===== config.mk =====
export PLATFORM = sky130hd
export DESIGN_NAME = desc_prefetcher
export DESIGN_NICKNAME = d
export VERILOG_FILES = /design/src/hw/desc_format_pkg.sv /design/src/hw/prefetch_ctrl_pkg.sv /design/src/hw/desc_prefetcher.sv /design/src/hw/prefetch_ctrl.sv /design/src/hw/desc_fetch_master.sv
export VERILOG_INCLUDE_DIRS = /design/src /design/src/hw
export SDC_FILE = /design/constraint.sdc
export NUM_CORES = 1
export LEC_CHECK = 0
export BUFFER_PORTS_ARGS = -buffer_cell sky130_fd_sc_hd__buf_2
export CORE_UTILIZATION = 50
export CTS_BUF_LIST = sky130_fd_sc_hd__clkbuf_8
export DETAILED_ROUTE_END_ITERATION = 8
export GPL_ROUTABILITY_DRIVEN = 0
export HOLD_SLACK_MARGIN = 0.12
export PLACE_DENSITY_LB_ADDON = 0.05
export SYNTH_ARGS = -nofsm -noshare
export SYNTH_HDL_FRONTEND = slang
export SYNTH_SLANG_ARGS = --single-unit

===== constraint.sdc =====
create_clock -name clk -period 4.83 [get_ports clk]
set_input_delay 0.483 -clock clk [delete_from_list [all_inputs] [get_ports clk]]
set_output_delay 0.483 -clock clk [all_outputs]
set_load 0.005 [all_outputs]

===== src/hw/prefetch_defs.svh =====
`ifndef PREFETCH_DEFS_SVH
`define PREFETCH_DEFS_SVH

// Memory read port
`define PF_DATA_WIDTH 32
`define PF_ADDR_WIDTH 32

// One descriptor in memory is eight words
`define PF_DESC_WORDS 8

// Byte step between consecutive word reads
`define PF_ADDR_STEP 4

// Poll interval counter
`define PF_POLL_WIDTH 16

// Wide enough to index every word of a descriptor
`define PF_WORD_CNT_WIDTH 3

`endif

===== src/hw/desc_format_pkg.sv =====
`include "prefetch_defs.svh"

package desc_format_pkg;

    // Control word, last word of the in-memory descriptor
    typedef struct packed {
        logic        go;
        logic        owned_by_hw;
        logic [29:0] flags;
    } desc_control_t;

    // Word 0 sits in the low bits, word 7 in the high bits
    typedef struct packed {
        desc_control_t                      control;
        logic [2:0][`PF_DATA_WIDTH-1:0]     reserved;
        logic [`PF_ADDR_WIDTH-1:0]          next_ptr;
        logic [`PF_DATA_WIDTH-1:0]          length;
        logic [`PF_ADDR_WIDTH-1:0]          write_addr;
        logic [`PF_ADDR_WIDTH-1:0]          read_addr;
    } mem_desc_t;

    // Word handed to the dispatcher stream
    typedef struct packed {
        logic [1:0]                 tag;
        logic [29:0]                flags;
        logic [`PF_DATA_WIDTH-1:0]  length;
        logic [`PF_ADDR_WIDTH-1:0]  write_addr;
        logic [`PF_ADDR_WIDTH-1:0]  read_addr;
    } dispatch_desc_t;

    // Response FIFO entry
    typedef struct packed {
        desc_control_t              control;
        // Address the descriptor was read from
        logic [`PF_ADDR_WIDTH-1:0]  fetch_addr;
    } resp_word_t;

endpackage


===== src/hw/prefetch_ctrl_pkg.sv =====
`include "prefetch_defs.svh"

package prefetch_ctrl_pkg;

    import desc_format_pkg::*;

    typedef enum logic [3:0] {
        IDLE      = 4'd0,
        RD_REQ    = 4'd1,
        RD_WAIT   = 4'd2,
        RD_DONE   = 4'd3,
        WR_REQ    = 4'd4,
        WR_WAIT   = 4'd5,
        WR_DONE   = 4'd6,
        POLL_LOAD = 4'd7,
        POLL_WAIT = 4'd8,
        CLR_RUN   = 4'd9
    } ctrl_state_t;

    // Controller to fetch master
    typedef struct packed {
        logic                       start;
        logic [`PF_ADDR_WIDTH-1:0]  addr;
    } fetch_req_t;

    // Fetch master back to the controller
    typedef struct packed {
        logic       done;
        mem_desc_t  desc;
    } fetch_rsp_t;

endpackage


===== src/hw/desc_prefetcher.sv =====
`timescale 1ns/1ps
`include "prefetch_defs.svh"

module desc_prefetcher
    import desc_format_pkg::*, prefetch_ctrl_pkg::*;
(
    input  logic                        clk,
    input  logic                        reset,

    // Descriptor memory read port
    output logic [`PF_ADDR_WIDTH-1:0]   mem_address,
    output logic                        mem_read,
    input  logic [`PF_DATA_WIDTH-1:0]   mem_readdata,
    input  logic                        mem_waitrequest,
    input  logic                        mem_readdatavalid,

    // Dispatcher stream
    output logic                        descr_valid,
    input  logic                        descr_ready,
    output dispatch_desc_t              descr_data,

    // Response FIFO write side
    input  logic                        resp_fifo_full,
    output logic                        put_resp_fifo,
    output resp_word_t                  resp_fifo_wdata,

    // Control and status
    input  logic                        run,
    input  logic                        reset_prefetcher,
    input  logic [`PF_ADDR_WIDTH-1:0]   nxt_desc_ptr,
    input  logic                        desc_poll_en,
    input  logic [`PF_POLL_WIDTH-1:0]   desc_poll_freq,
    output logic                        clear_run,
    output logic                        update_nxt_desc_ptr,
    output logic [`PF_ADDR_WIDTH-1:0]   updated_ptr_desc,
    output logic                        reset_complete
);

    fetch_req_t fetch_req;
    fetch_rsp_t fetch_rsp;

    desc_fetch_master desc_fetch_master_i (
        .clk               (clk),
        .reset             (reset),
        .req               (fetch_req),
        .rsp               (fetch_rsp),
        .mem_address       (mem_address),
        .mem_read          (mem_read),
        .mem_readdata      (mem_readdata),
        .mem_waitrequest   (mem_waitrequest),
        .mem_readdatavalid (mem_readdatavalid)
    );

    prefetch_ctrl prefetch_ctrl_i (
        .clk                 (clk),
        .reset               (reset),
        .run                 (run),
        .reset_prefetcher    (reset_prefetcher),
        .nxt_desc_ptr        (nxt_desc_ptr),
        .desc_poll_en        (desc_poll_en),
        .desc_poll_freq      (desc_poll_freq),
        .req                 (fetch_req),
        .rsp                 (fetch_rsp),
        .descr_valid         (descr_valid),
        .descr_ready         (descr_ready),
        .descr_data          (descr_data),
        .resp_fifo_full      (resp_fifo_full),
        .put_resp_fifo       (put_resp_fifo),
        .resp_fifo_wdata     (resp_fifo_wdata),
        .clear_run           (clear_run),
        .update_nxt_desc_ptr (update_nxt_desc_ptr),
        .updated_ptr_desc    (updated_ptr_desc),
        .reset_complete      (reset_complete)
    );

endmodule


===== src/hw/prefetch_ctrl.sv =====
`timescale 1ns/1ps
`include "prefetch_defs.svh"

module prefetch_ctrl
    import desc_format_pkg::*, prefetch_ctrl_pkg::*;
(
    input  logic                        clk,
    input  logic                        reset,

    input  logic                        run,
    input  logic                        reset_prefetcher,
    input  logic [`PF_ADDR_WIDTH-1:0]   nxt_desc_ptr,
    input  logic                        desc_poll_en,
    input  logic [`PF_POLL_WIDTH-1:0]   desc_poll_freq,

    output fetch_req_t                  req,
    input  fetch_rsp_t                  rsp,

    output logic                        descr_valid,
    input  logic                        descr_ready,
    output dispatch_desc_t              descr_data,

    input  logic                        resp_fifo_full,
    output logic                        put_resp_fifo,
    output resp_word_t                  resp_fifo_wdata,

    output logic                        clear_run,
    output logic                        update_nxt_desc_ptr,
    output logic [`PF_ADDR_WIDTH-1:0]   updated_ptr_desc,
    output logic                        reset_complete
);

    // Fixed tag expected by the dispatcher
    localparam logic [1:0] DISPATCH_TAG = 2'b10;

    ctrl_state_t                    state;
    ctrl_state_t                    state_nxt;
    desc_control_t                  ctrl_word;
    logic                           owned;
    logic                           use_sw_ptr;
    logic [`PF_ADDR_WIDTH-1:0]      ptr_desc;
    logic [`PF_ADDR_WIDTH-1:0]      fetch_addr;
    logic [`PF_POLL_WIDTH-1:0]      poll_cnt;

    assign ctrl_word = rsp.desc.control;
    assign owned     = ctrl_word.owned_by_hw;

    always_ff @(posedge clk or posedge reset) begin
        if (reset) begin
            state <= IDLE;
        end else begin
            state <= state_nxt;
        end
    end

    always_comb begin
        state_nxt = state;
        case (state)
            IDLE: begin
                if (run & ~reset_prefetcher) begin
                    state_nxt = RD_REQ;
                end
            end
            RD_REQ:  state_nxt = RD_WAIT;
            // Fetch master owns the word count, just wait for done
            RD_WAIT: begin
                if (rsp.done) begin
                    state_nxt = RD_DONE;
                end
            end
            RD_DONE: begin
                if (reset_prefetcher | (~owned & ~desc_poll_en)) begin
                    state_nxt = CLR_RUN;
                end else if (~owned & desc_poll_en) begin
                    state_nxt = POLL_LOAD;
                end else if (owned & ~resp_fifo_full) begin
                    state_nxt = WR_REQ;
                end
            end
            WR_REQ:  state_nxt = WR_WAIT;
            WR_WAIT: begin
                if (descr_valid & descr_ready) begin
                    state_nxt = WR_DONE;
                end
            end
            WR_DONE:   state_nxt = RD_REQ;
            POLL_LOAD: state_nxt = POLL_WAIT;
            POLL_WAIT: begin
                if (poll_cnt == '0) begin
                    state_nxt = RD_REQ;
                end
            end
            CLR_RUN: state_nxt = IDLE;
            default: state_nxt = IDLE;
        endcase
    end

    // Poll interval down-counter
    always_ff @(posedge clk or posedge reset) begin
        if (reset) begin
            poll_cnt <= '0;
        end else if (state == POLL_LOAD) begin
            poll_cnt <= desc_poll_freq;
        end else if (poll_cnt != '0) begin
            poll_cnt <= poll_cnt - 1'b1;
        end
    end

    // First fetch after IDLE comes from the software pointer
    always_ff @(posedge clk or posedge reset) begin
        if (reset) begin
            use_sw_ptr <= 1'b0;
        end else if ((state == IDLE) && (state_nxt == RD_REQ)) begin
            use_sw_ptr <= 1'b1;
        end else if (state == WR_DONE) begin
            use_sw_ptr <= 1'b0;
        end
    end

    always_ff @(posedge clk or posedge reset) begin
        if (reset) begin
            ptr_desc            <= '0;
            update_nxt_desc_ptr <= 1'b0;
        end else begin
            update_nxt_desc_ptr <= (state == WR_DONE) & desc_poll_en;
            if (state == WR_DONE) begin
                ptr_desc <= rsp.desc.next_ptr;
            end
        end
    end

    assign fetch_addr       = use_sw_ptr ? nxt_desc_ptr : ptr_desc;
    assign updated_ptr_desc = ptr_desc;

    assign req.start = (state == RD_REQ);
    assign req.addr  = fetch_addr;

    // Stream valid holds until the handshake
    always_ff @(posedge clk or posedge reset) begin
        if (reset) begin
            descr_valid <= 1'b0;
        end else if (state == WR_REQ) begin
            descr_valid <= 1'b1;
        end else if (descr_valid & descr_ready) begin
            descr_valid <= 1'b0;
        end
    end

    assign descr_data.tag        = DISPATCH_TAG;
    assign descr_data.flags      = ctrl_word.flags;
    assign descr_data.length     = rsp.desc.length;
    assign descr_data.write_addr = rsp.desc.write_addr;
    assign descr_data.read_addr  = rsp.desc.read_addr;

    // fetch_addr still points at this descriptor during WR_DONE
    assign put_resp_fifo              = (state == WR_DONE);
    assign resp_fifo_wdata.control    = ctrl_word;
    assign resp_fifo_wdata.fetch_addr = fetch_addr;

    assign clear_run = (state == CLR_RUN) | ((state == IDLE) & run & reset_prefetcher);

    // Set only from a safe point, then follows the request level
    always_ff @(posedge clk or posedge reset) begin
        if (reset) begin
            reset_complete <= 1'b0;
        end else if (reset_complete) begin
            reset_complete <= reset_prefetcher;
        end else begin
            reset_complete <= reset_prefetcher & ((state == IDLE) | (state == CLR_RUN));
        end
    end

endmodule


===== src/hw/desc_fetch_master.sv =====
`timescale 1ns/1ps
`include "prefetch_defs.svh"

module desc_fetch_master
    import desc_format_pkg::*, prefetch_ctrl_pkg::*;
(
    input  logic                        clk,
    input  logic                        reset,

    input  fetch_req_t                  req,
    output fetch_rsp_t                  rsp,

    output logic [`PF_ADDR_WIDTH-1:0]   mem_address,
    output logic                        mem_read,
    input  logic [`PF_DATA_WIDTH-1:0]   mem_readdata,
    input  logic                        mem_waitrequest,
    input  logic                        mem_readdatavalid
);

    localparam int LAST_IDX = `PF_DESC_WORDS - 1;
    localparam logic [`PF_WORD_CNT_WIDTH-1:0] LAST_WORD = LAST_IDX[`PF_WORD_CNT_WIDTH-1:0];

    logic [`PF_WORD_CNT_WIDTH-1:0]              req_cnt;
    logic [`PF_WORD_CNT_WIDTH-1:0]              beat_cnt;
    logic                                       beats_pending;
    logic                                       done_q;
    logic                                       accept;
    logic                                       beat_in;
    logic                                       last_beat;
    logic [`PF_DESC_WORDS-1:0][`PF_DATA_WIDTH-1:0] words;

    assign accept    = mem_read & ~mem_waitrequest;
    assign beat_in   = beats_pending & mem_readdatavalid;
    assign last_beat = beat_in & (beat_cnt == LAST_WORD);

    // Request side: one single-word read per accepted command
    always_ff @(posedge clk or posedge reset) begin
        if (reset) begin
            mem_read    <= 1'b0;
            mem_address <= '0;
            req_cnt     <= '0;
        end else if (req.start) begin
            mem_read    <= 1'b1;
            mem_address <= req.addr;
            req_cnt     <= '0;
        end else if (accept) begin
            mem_address <= mem_address + `PF_ADDR_STEP;
            req_cnt     <= req_cnt + 1'b1;
            // Eighth request accepted, stop asking
            if (req_cnt == LAST_WORD) begin
                mem_read <= 1'b0;
            end
        end
    end

    // Beat side, data returns in request order
    always_ff @(posedge clk or posedge reset) begin
        if (reset) begin
            beats_pending <= 1'b0;
            beat_cnt      <= '0;
            done_q        <= 1'b0;
        end else begin
            done_q <= last_beat;
            if (req.start) begin
                beats_pending <= 1'b1;
                beat_cnt      <= '0;
            end else if (beat_in) begin
                beat_cnt <= beat_cnt + 1'b1;
                if (last_beat) begin
                    beats_pending <= 1'b0;
                end
            end
        end
    end

    // Beat k lands in word k
    always_ff @(posedge clk) begin
        if (beat_in) begin
            words[beat_cnt] <= mem_readdata;
        end
    end

    assign rsp.done = done_q;
    assign rsp.desc = mem_desc_t'(words);

endmodule


Word-level counts from Yosys, hierarchy flattened
Cells that the tools add are included.

cells by class
  muxes and demuxes = 31
  reductions and logical operators = 14
  equal/unequal tests = 12
  divide/modulo/power cells = 0
  add/sub/neg operators = 4
  $lt $le $gt $ge = 2
  bitwise logic cells = 20
  multiply operators = 0
  shifts and indexed selects = 0

operator list
  cell                                                        number
  bitwise mux 256 bit                                         1
  two-way mux 32 bit                                          4
  demux 32 bit (select 3 bit)                                 1
  one-hot mux 4 bit (9 select lines)                          1
  adder 32 x 3 -> 32 bit, second input constant               1
  two-way mux 16 bit                                          2
  two-way mux 4 bit                                           7
  equality test 4 x 3 -> 1 bit, second input constant         4
  zero test 16 bit                                            1
  nonzero test 16 bit                                         1
  subtractor 16 x 1 -> 16 bit, second input constant          1
  nonzero test 2 bit                                          7
  AND 1 bit                                                   12
  two-way mux 3 bit                                           4
  two-way mux 1 bit                                           11
  equality test 4 x 1 -> 1 bit, second input constant         2
  equality test 4 x 2 -> 1 bit, second input constant         2
  equality test 4 bit, second input constant                  2
  adder 3 x 1 -> 3 bit, second input constant                 2
  equality test 3 bit, second input constant                  2
  inverter 1 bit                                              5
  zero test 4 bit                                             1
  less-than comparator 3 x 4 -> 1 bit, second input constant  1
  AND reduction 2 bit                                         2
  other kinds (3)                                             6

word-level totals
  memories = 0
  bits of input ports = 89
  logic and storage cells = 104
  output and inout port bits = 262
  latch bits = 0
  memory bits (writable) = 0
  register bits = 353
  ROM bits = 0

Depth between registers and ports, before layout
  word-level depth = 9
  gate-level depth with buffers = 8
  depth with buffers taken out = 7

Hierarchy
Synthesis repeated with hierarchy kept, for this count alone.

second synthesis, totals
  cell total of the unflattened synthesis = 1000
  area, all modules = 14586.5 um2

by module, submodules not included
  module             times used  cells an instance  sequential area each (um2)  area an instance (um2)
  desc_fetch_master  1           524                8713.4                      10055.9
  prefetch_ctrl      1           476                1401.3                      4530.6

Least setup slack after synthesis
OpenSTA, ideal clock, no wires.

  path type = input port to flip-flop
  start = input mem_readdatavalid
  end = register desc_fetch_master_i.words, in the netlist desc_fetch_master_i.rsp[64], enable pin
  path buffers = 0
  stages = 2
  setup slack = 0.295 ns
  library setup time = 0.513 ns
  arrival = 4.022 ns
  required time = 4.317 ns
  cells stage by stage = nand2_1 -> nor4b_1

on the way
  cells in the longest elaborated chain, start to end = 1

RTL lines
  item                            RTL line                 source
  start: declaration              desc_prefetcher.sv:15    input logic mem_readdatavalid,
  AND 1 bit                       desc_fetch_master.sv:33  assign beat_in = beats_pending & mem_readdatavalid;
  end signal: indexed assignment  desc_fetch_master.sv:79  words[beat_cnt] <= mem_readdata;
  end: declaration                desc_fetch_master.sv:30  logic [`PF_DESC_WORDS-1:0][`PF_DATA_WIDTH-1:0] words;

No other way between the ends.
A chain may end at the register's enable or synchronous reset.

Worst setup path after layout
  start = register prefetch_ctrl_i.state[3]
  end = output put_resp_fifo

on the way
  cells in the longest elaborated chain, start to end = 1

RTL lines
  item                          RTL line               source
  start: declaration            prefetch_ctrl.sv:36    ctrl_state_t state;
  start signal: assignment      prefetch_ctrl.sv:52    state <= state_nxt;
  equality test 4 x 3 -> 1 bit  prefetch_ctrl.sv:156   assign put_resp_fifo = (state == WR_DONE);
  end: declaration              desc_prefetcher.sv:24  output logic put_resp_fifo,

No other way between the ends.

==> run_results.csv <==
group,metric,value,unit
run_status,status,"complete, no violations",
sta,layout_setup_ws,1.93,ns
clock_tree,clk_latency,0.55,ns
setup_path,cp_slowest_cell,"dfrtp_1",
die,die_x,153,µm
setup_path,slowest_delay,0.54,ns
sta,setup_tns,0,ns
drt,dr_wl_met2,12.5,mm
die,die_area,0.0234,mm²
clock_tree,cts_tree,"built",
yosys,syn-num-nets,953,
global_route,grt_first_pass_wirelength,37.8,mm
sta,max_freq,0.345,GHz
sta,maxSlewHeadroom,19.6,%
sta,finalMaxSlewViolations,0,
sta,skew,0.0222,ns
clock_tree,post_cts_buffers,0,
final_layout,final_cell_mix,"buf_2, edfxtp_1, dfrtp_1",
yosys,yosys_warnings,0,
placement,port_buffers,348,
yosys,synth_edf_count,160,
yosys,async_reset_ff_share,37.7,%
clock_tree,cts_sinks,257,
yosys,synth-adder-area-share,0.658,%
yosys,synthTopCellsByArea,"edfxtp_1, dfrtp_1, buf_4",
power_and_ir_drop,irDropWorstVdd,314,µV
placement,dpl.hpwl,16.9,mm
die,dieHeight,153,µm
sta,min_period,2.90,ns
sta,finalHoldViolCount,0,
global_route,track_usage,21.5,%
yosys,ys.flop_type,"edfxtp_1",
drt,avgViaCountPerCell,4.97,
sta,fin_crit_sh,60.0,%
drt,firstDrtPassIters,4,
setup_path,timing.critical_path.fanout_max,18,
yosys,synth_top_area_share,42.1,%
setup_path,cp_data_arrival_time,2.42,ns
clock_tree,cts-root-buf,"clkbuf_8",
yosys,synth_cell_types,56,
power_and_ir_drop,switching_power,0.00237,W
global_route,antenna_found_initial,0,
min_path,worstHoldPathType,"in2reg",
clock_tree,clk_pin_slew,0.07,ns
setup_path,path_buf_inv,2,
drt,drt_iter0_markers,309,
yosys,synthMuxAreaShare,7.13,%
setup_path,crit_type,"reg2out",
placement,dp_slack,2.40,ns
power_and_ir_drop,power.density,559,mW/mm²
placement,dpl_cell_area,0.0121,mm²
global_route,grt_overflow,0,
drt,wl_per_cell,18.7,µm
global_route,grt_pass1_vias,6533,
die,pin_count,351,
drt,wl_met3,1.69,mm
global_route,grt_max_degree,70,
power_and_ir_drop,clkPwrFrac,26.2,%
die,initial_core_util,51.7,%
yosys,synth_compound_area_share,3.48,%
drt,postRouteAntennaNets,0,
power_and_ir_drop,p_seq_share,48.1,%
drt,vias,6766,
setup_path,worstPathRequired,4.35,ns
drt,met1_length,10.8,mm
clock_tree,hold_buffers,2,
yosys,synth_top_area_cell,"edfxtp_1",
final_layout,drive_above_1_share,46.6,%
yosys,netlist_instances,858,
clock_tree,clockBufferDepth,3,
final_layout,final_util,58.7,%
power_and_ir_drop,swShare,32.7,%
sta,rsz0062_at_grt,"no",
final_layout,layout_commonest_cell,"buf_2",
final_layout,stdcell_area,0.0130,mm²
power_and_ir_drop,internal-power,0.00488,W
final_layout,final_nets,1140,
yosys,seq_area_frac_synth,63.4,%
setup_path,startpoint_type,"flip-flop",
yosys,avgSynthCellArea,13.3,µm²
sta,tightest_slew,1.20,ns
drt,top_layer,"met4",
job,maxCapViolations,0,
sta,setup_viol,0,
drt,drc_errors,0,
power_and_ir_drop,power_frac_comb,25.7,%
yosys,synth_xor_area_share,2.76,%
clock_tree,cts_resized,0,
power_and_ir_drop,p_leak,5.64,nW
setup_path,worstPathCellList,"nand2b_1, nor2_4, buf_4, buf_2",
final_layout,area_delta_synth_final,13.6,%
die,fp-row-count,54,
yosys,synth_area,0.0114,mm²
yosys,synthSimpleGateAreaFrac,8.62,%
die,core-area,0.0221,mm²
final_layout,antenna_cells,0,
clock_tree,cts_made_buffers,44,
yosys,synth_top_family_by_area,"buffers and inverters",
setup_path,end_kind,"output pin",
drt,wl,25.4,mm
yosys,synth_seq_cells,257,
setup_path,cp_top_family,"simple AND/OR/NAND/NOR gates",
clock_tree,htreeDepth,2,
[power by group through the flow]
stage          registers, W  clock network [W]  logic, W
2_1_floorplan       0.00337                  0   0.00137
3_3_place_gp        0.00351                  0   0.00187
3_5_place_dp        0.00353                  0   0.00189
4_1_cts             0.00349            0.00195   0.00190
5_1_grt             0.00358            0.00205   0.00206
6_report            0.00349            0.00190   0.00186
[worst register-to-register path: stages, from the launching register on]
cell	delay [ns]
dfrtp_1	0.57
inv_1	0.10
nor2_1	0.15
nand3_1	0.75
mux2_2	0.58
[cell families (layout without fill, tap and decap cells)]
kind of cell,count (synthesis),after routing
other,2,2
DFF,257,257
xor gates and xnor gates,36,36
adders and majority gates,6,6
buffers and inverters,229,452
muxes,73,73
AOI/OAI and AO/OA,70,70
and+or+nand+nor,185,185
[cell type report]
| type | instances | area (µm²) |
|---|---|---|
| fill | 1859 | 9130 |
| sequential | 257 | 7230 |
| multi-input combinational | 372 | 2650 |
| timing repair buffer | 359 | 1830 |
| clock buffer | 48 | 661 |
| tap | 280 | 350 |
| clock inverter | 34 | 205 |
| inverter | 11 | 43.8 |
[synth_stat cells (2+ instances only)]
| master | n |
|---|---|
| and2_1 | 3 |
| ha_1 | 6 |
| mux2_2 | 63 |
| mux2_1 | 3 |
| xor2_1 | 25 |
| nor4b_1 | 2 |
| nor3_1 | 10 |
| nor3_2 | 3 |
| nand4_1 | 7 |
| buf_4 | 192 |
| nand3_1 | 27 |
| nor2_1 | 34 |
| and3_1 | 8 |
| nor4_4 | 2 |
| edfxtp_1 | 160 |
| xnor2_1 | 11 |
| or4_1 | 2 |
| o21ai_1 | 3 |
| nand2_1 | 61 |
| inv_1 | 11 |
| nor2b_1 | 3 |
| o21ai_0 | 33 |
| a21oi_1 | 18 |
| nand2b_1 | 4 |
| mux2i_1 | 7 |
| nor4_1 | 5 |
| o32ai_1 | 2 |
| a31oi_1 | 4 |
| nand4b_1 | 2 |
| conb_1 | 2 |
| dfrtp_1 | 97 |
| buf_1 | 2 |
| buf_2 | 7 |
| clkbuf_1 | 17 |
[stage by stage]
step	cells	hold WS [ns]	power (W)
2_1_floorplan	858	0.439	0.00474
3_3_place_gp	1277	0.446	0.00538
3_5_place_dp	1277	0.449	0.00542
4_1_cts	1361	0.131	0.00735
5_1_grt	1361	0.121	0.00768
6_report	1361	0.155	0.00725
[per-layer routing]
metal  vias to the layer above  track usage [%]
met2                       249             35.7
li1                       3219                -
met3                        39             5.81
met1                      3259             27.7
met5                         -                0
met4                         0             5.87
[path summary, 6_finish.rpt]
path | slack (ns) | cells after the start | end | startpoint
max | 1.93 | 4 | put_resp_fifo | prefetch_ctrl_i.state[3]$_DFF_PP0_
max reg2reg | 2.57 | 4 | prefetch_ctrl_i.poll_cnt[1]$_DFFE_PP0P_ | prefetch_ctrl_i.state[1]$_DFF_PP0_
min in group asynchronous | 0.66 | 3 | prefetch_ctrl_i.updated_ptr_desc[1]$_DFFE_PP0P_ | reset
max in group asynchronous | 3.14 | 4 | prefetch_ctrl_i.use_sw_ptr$_DFFE_PP0P_ | reset
min | 0.16 | 1 | desc_fetch_master_i.rsp[110]$_DFFE_PP_ | mem_readdata[14]
min reg2reg | 0.46 | 1 | prefetch_ctrl_i.updated_ptr_desc[15]$_DFFE_PP0P_ | desc_fetch_master_i.rsp[111]$_DFFE_PP_
[registers in the layout (all words and copies together), names as in the netlist]
register and count:
desc_fetch_master_i.beat_cnt 3, desc_fetch_master_i.beats_pending 1, desc_fetch_master_i.done_q 1, desc_fetch_master_i.mem_address 32
desc_fetch_master_i.mem_read 1, desc_fetch_master_i.req_cnt 3, desc_fetch_master_i.rsp 160, prefetch_ctrl_i.descr_valid 1
prefetch_ctrl_i.poll_cnt 16, prefetch_ctrl_i.reset_complete 1, prefetch_ctrl_i.state 4, prefetch_ctrl_i.update_nxt_desc_ptr 1
prefetch_ctrl_i.updated_ptr_desc 32, prefetch_ctrl_i.use_sw_ptr 1
No activity file was read; power rests on OpenSTA's default activity.
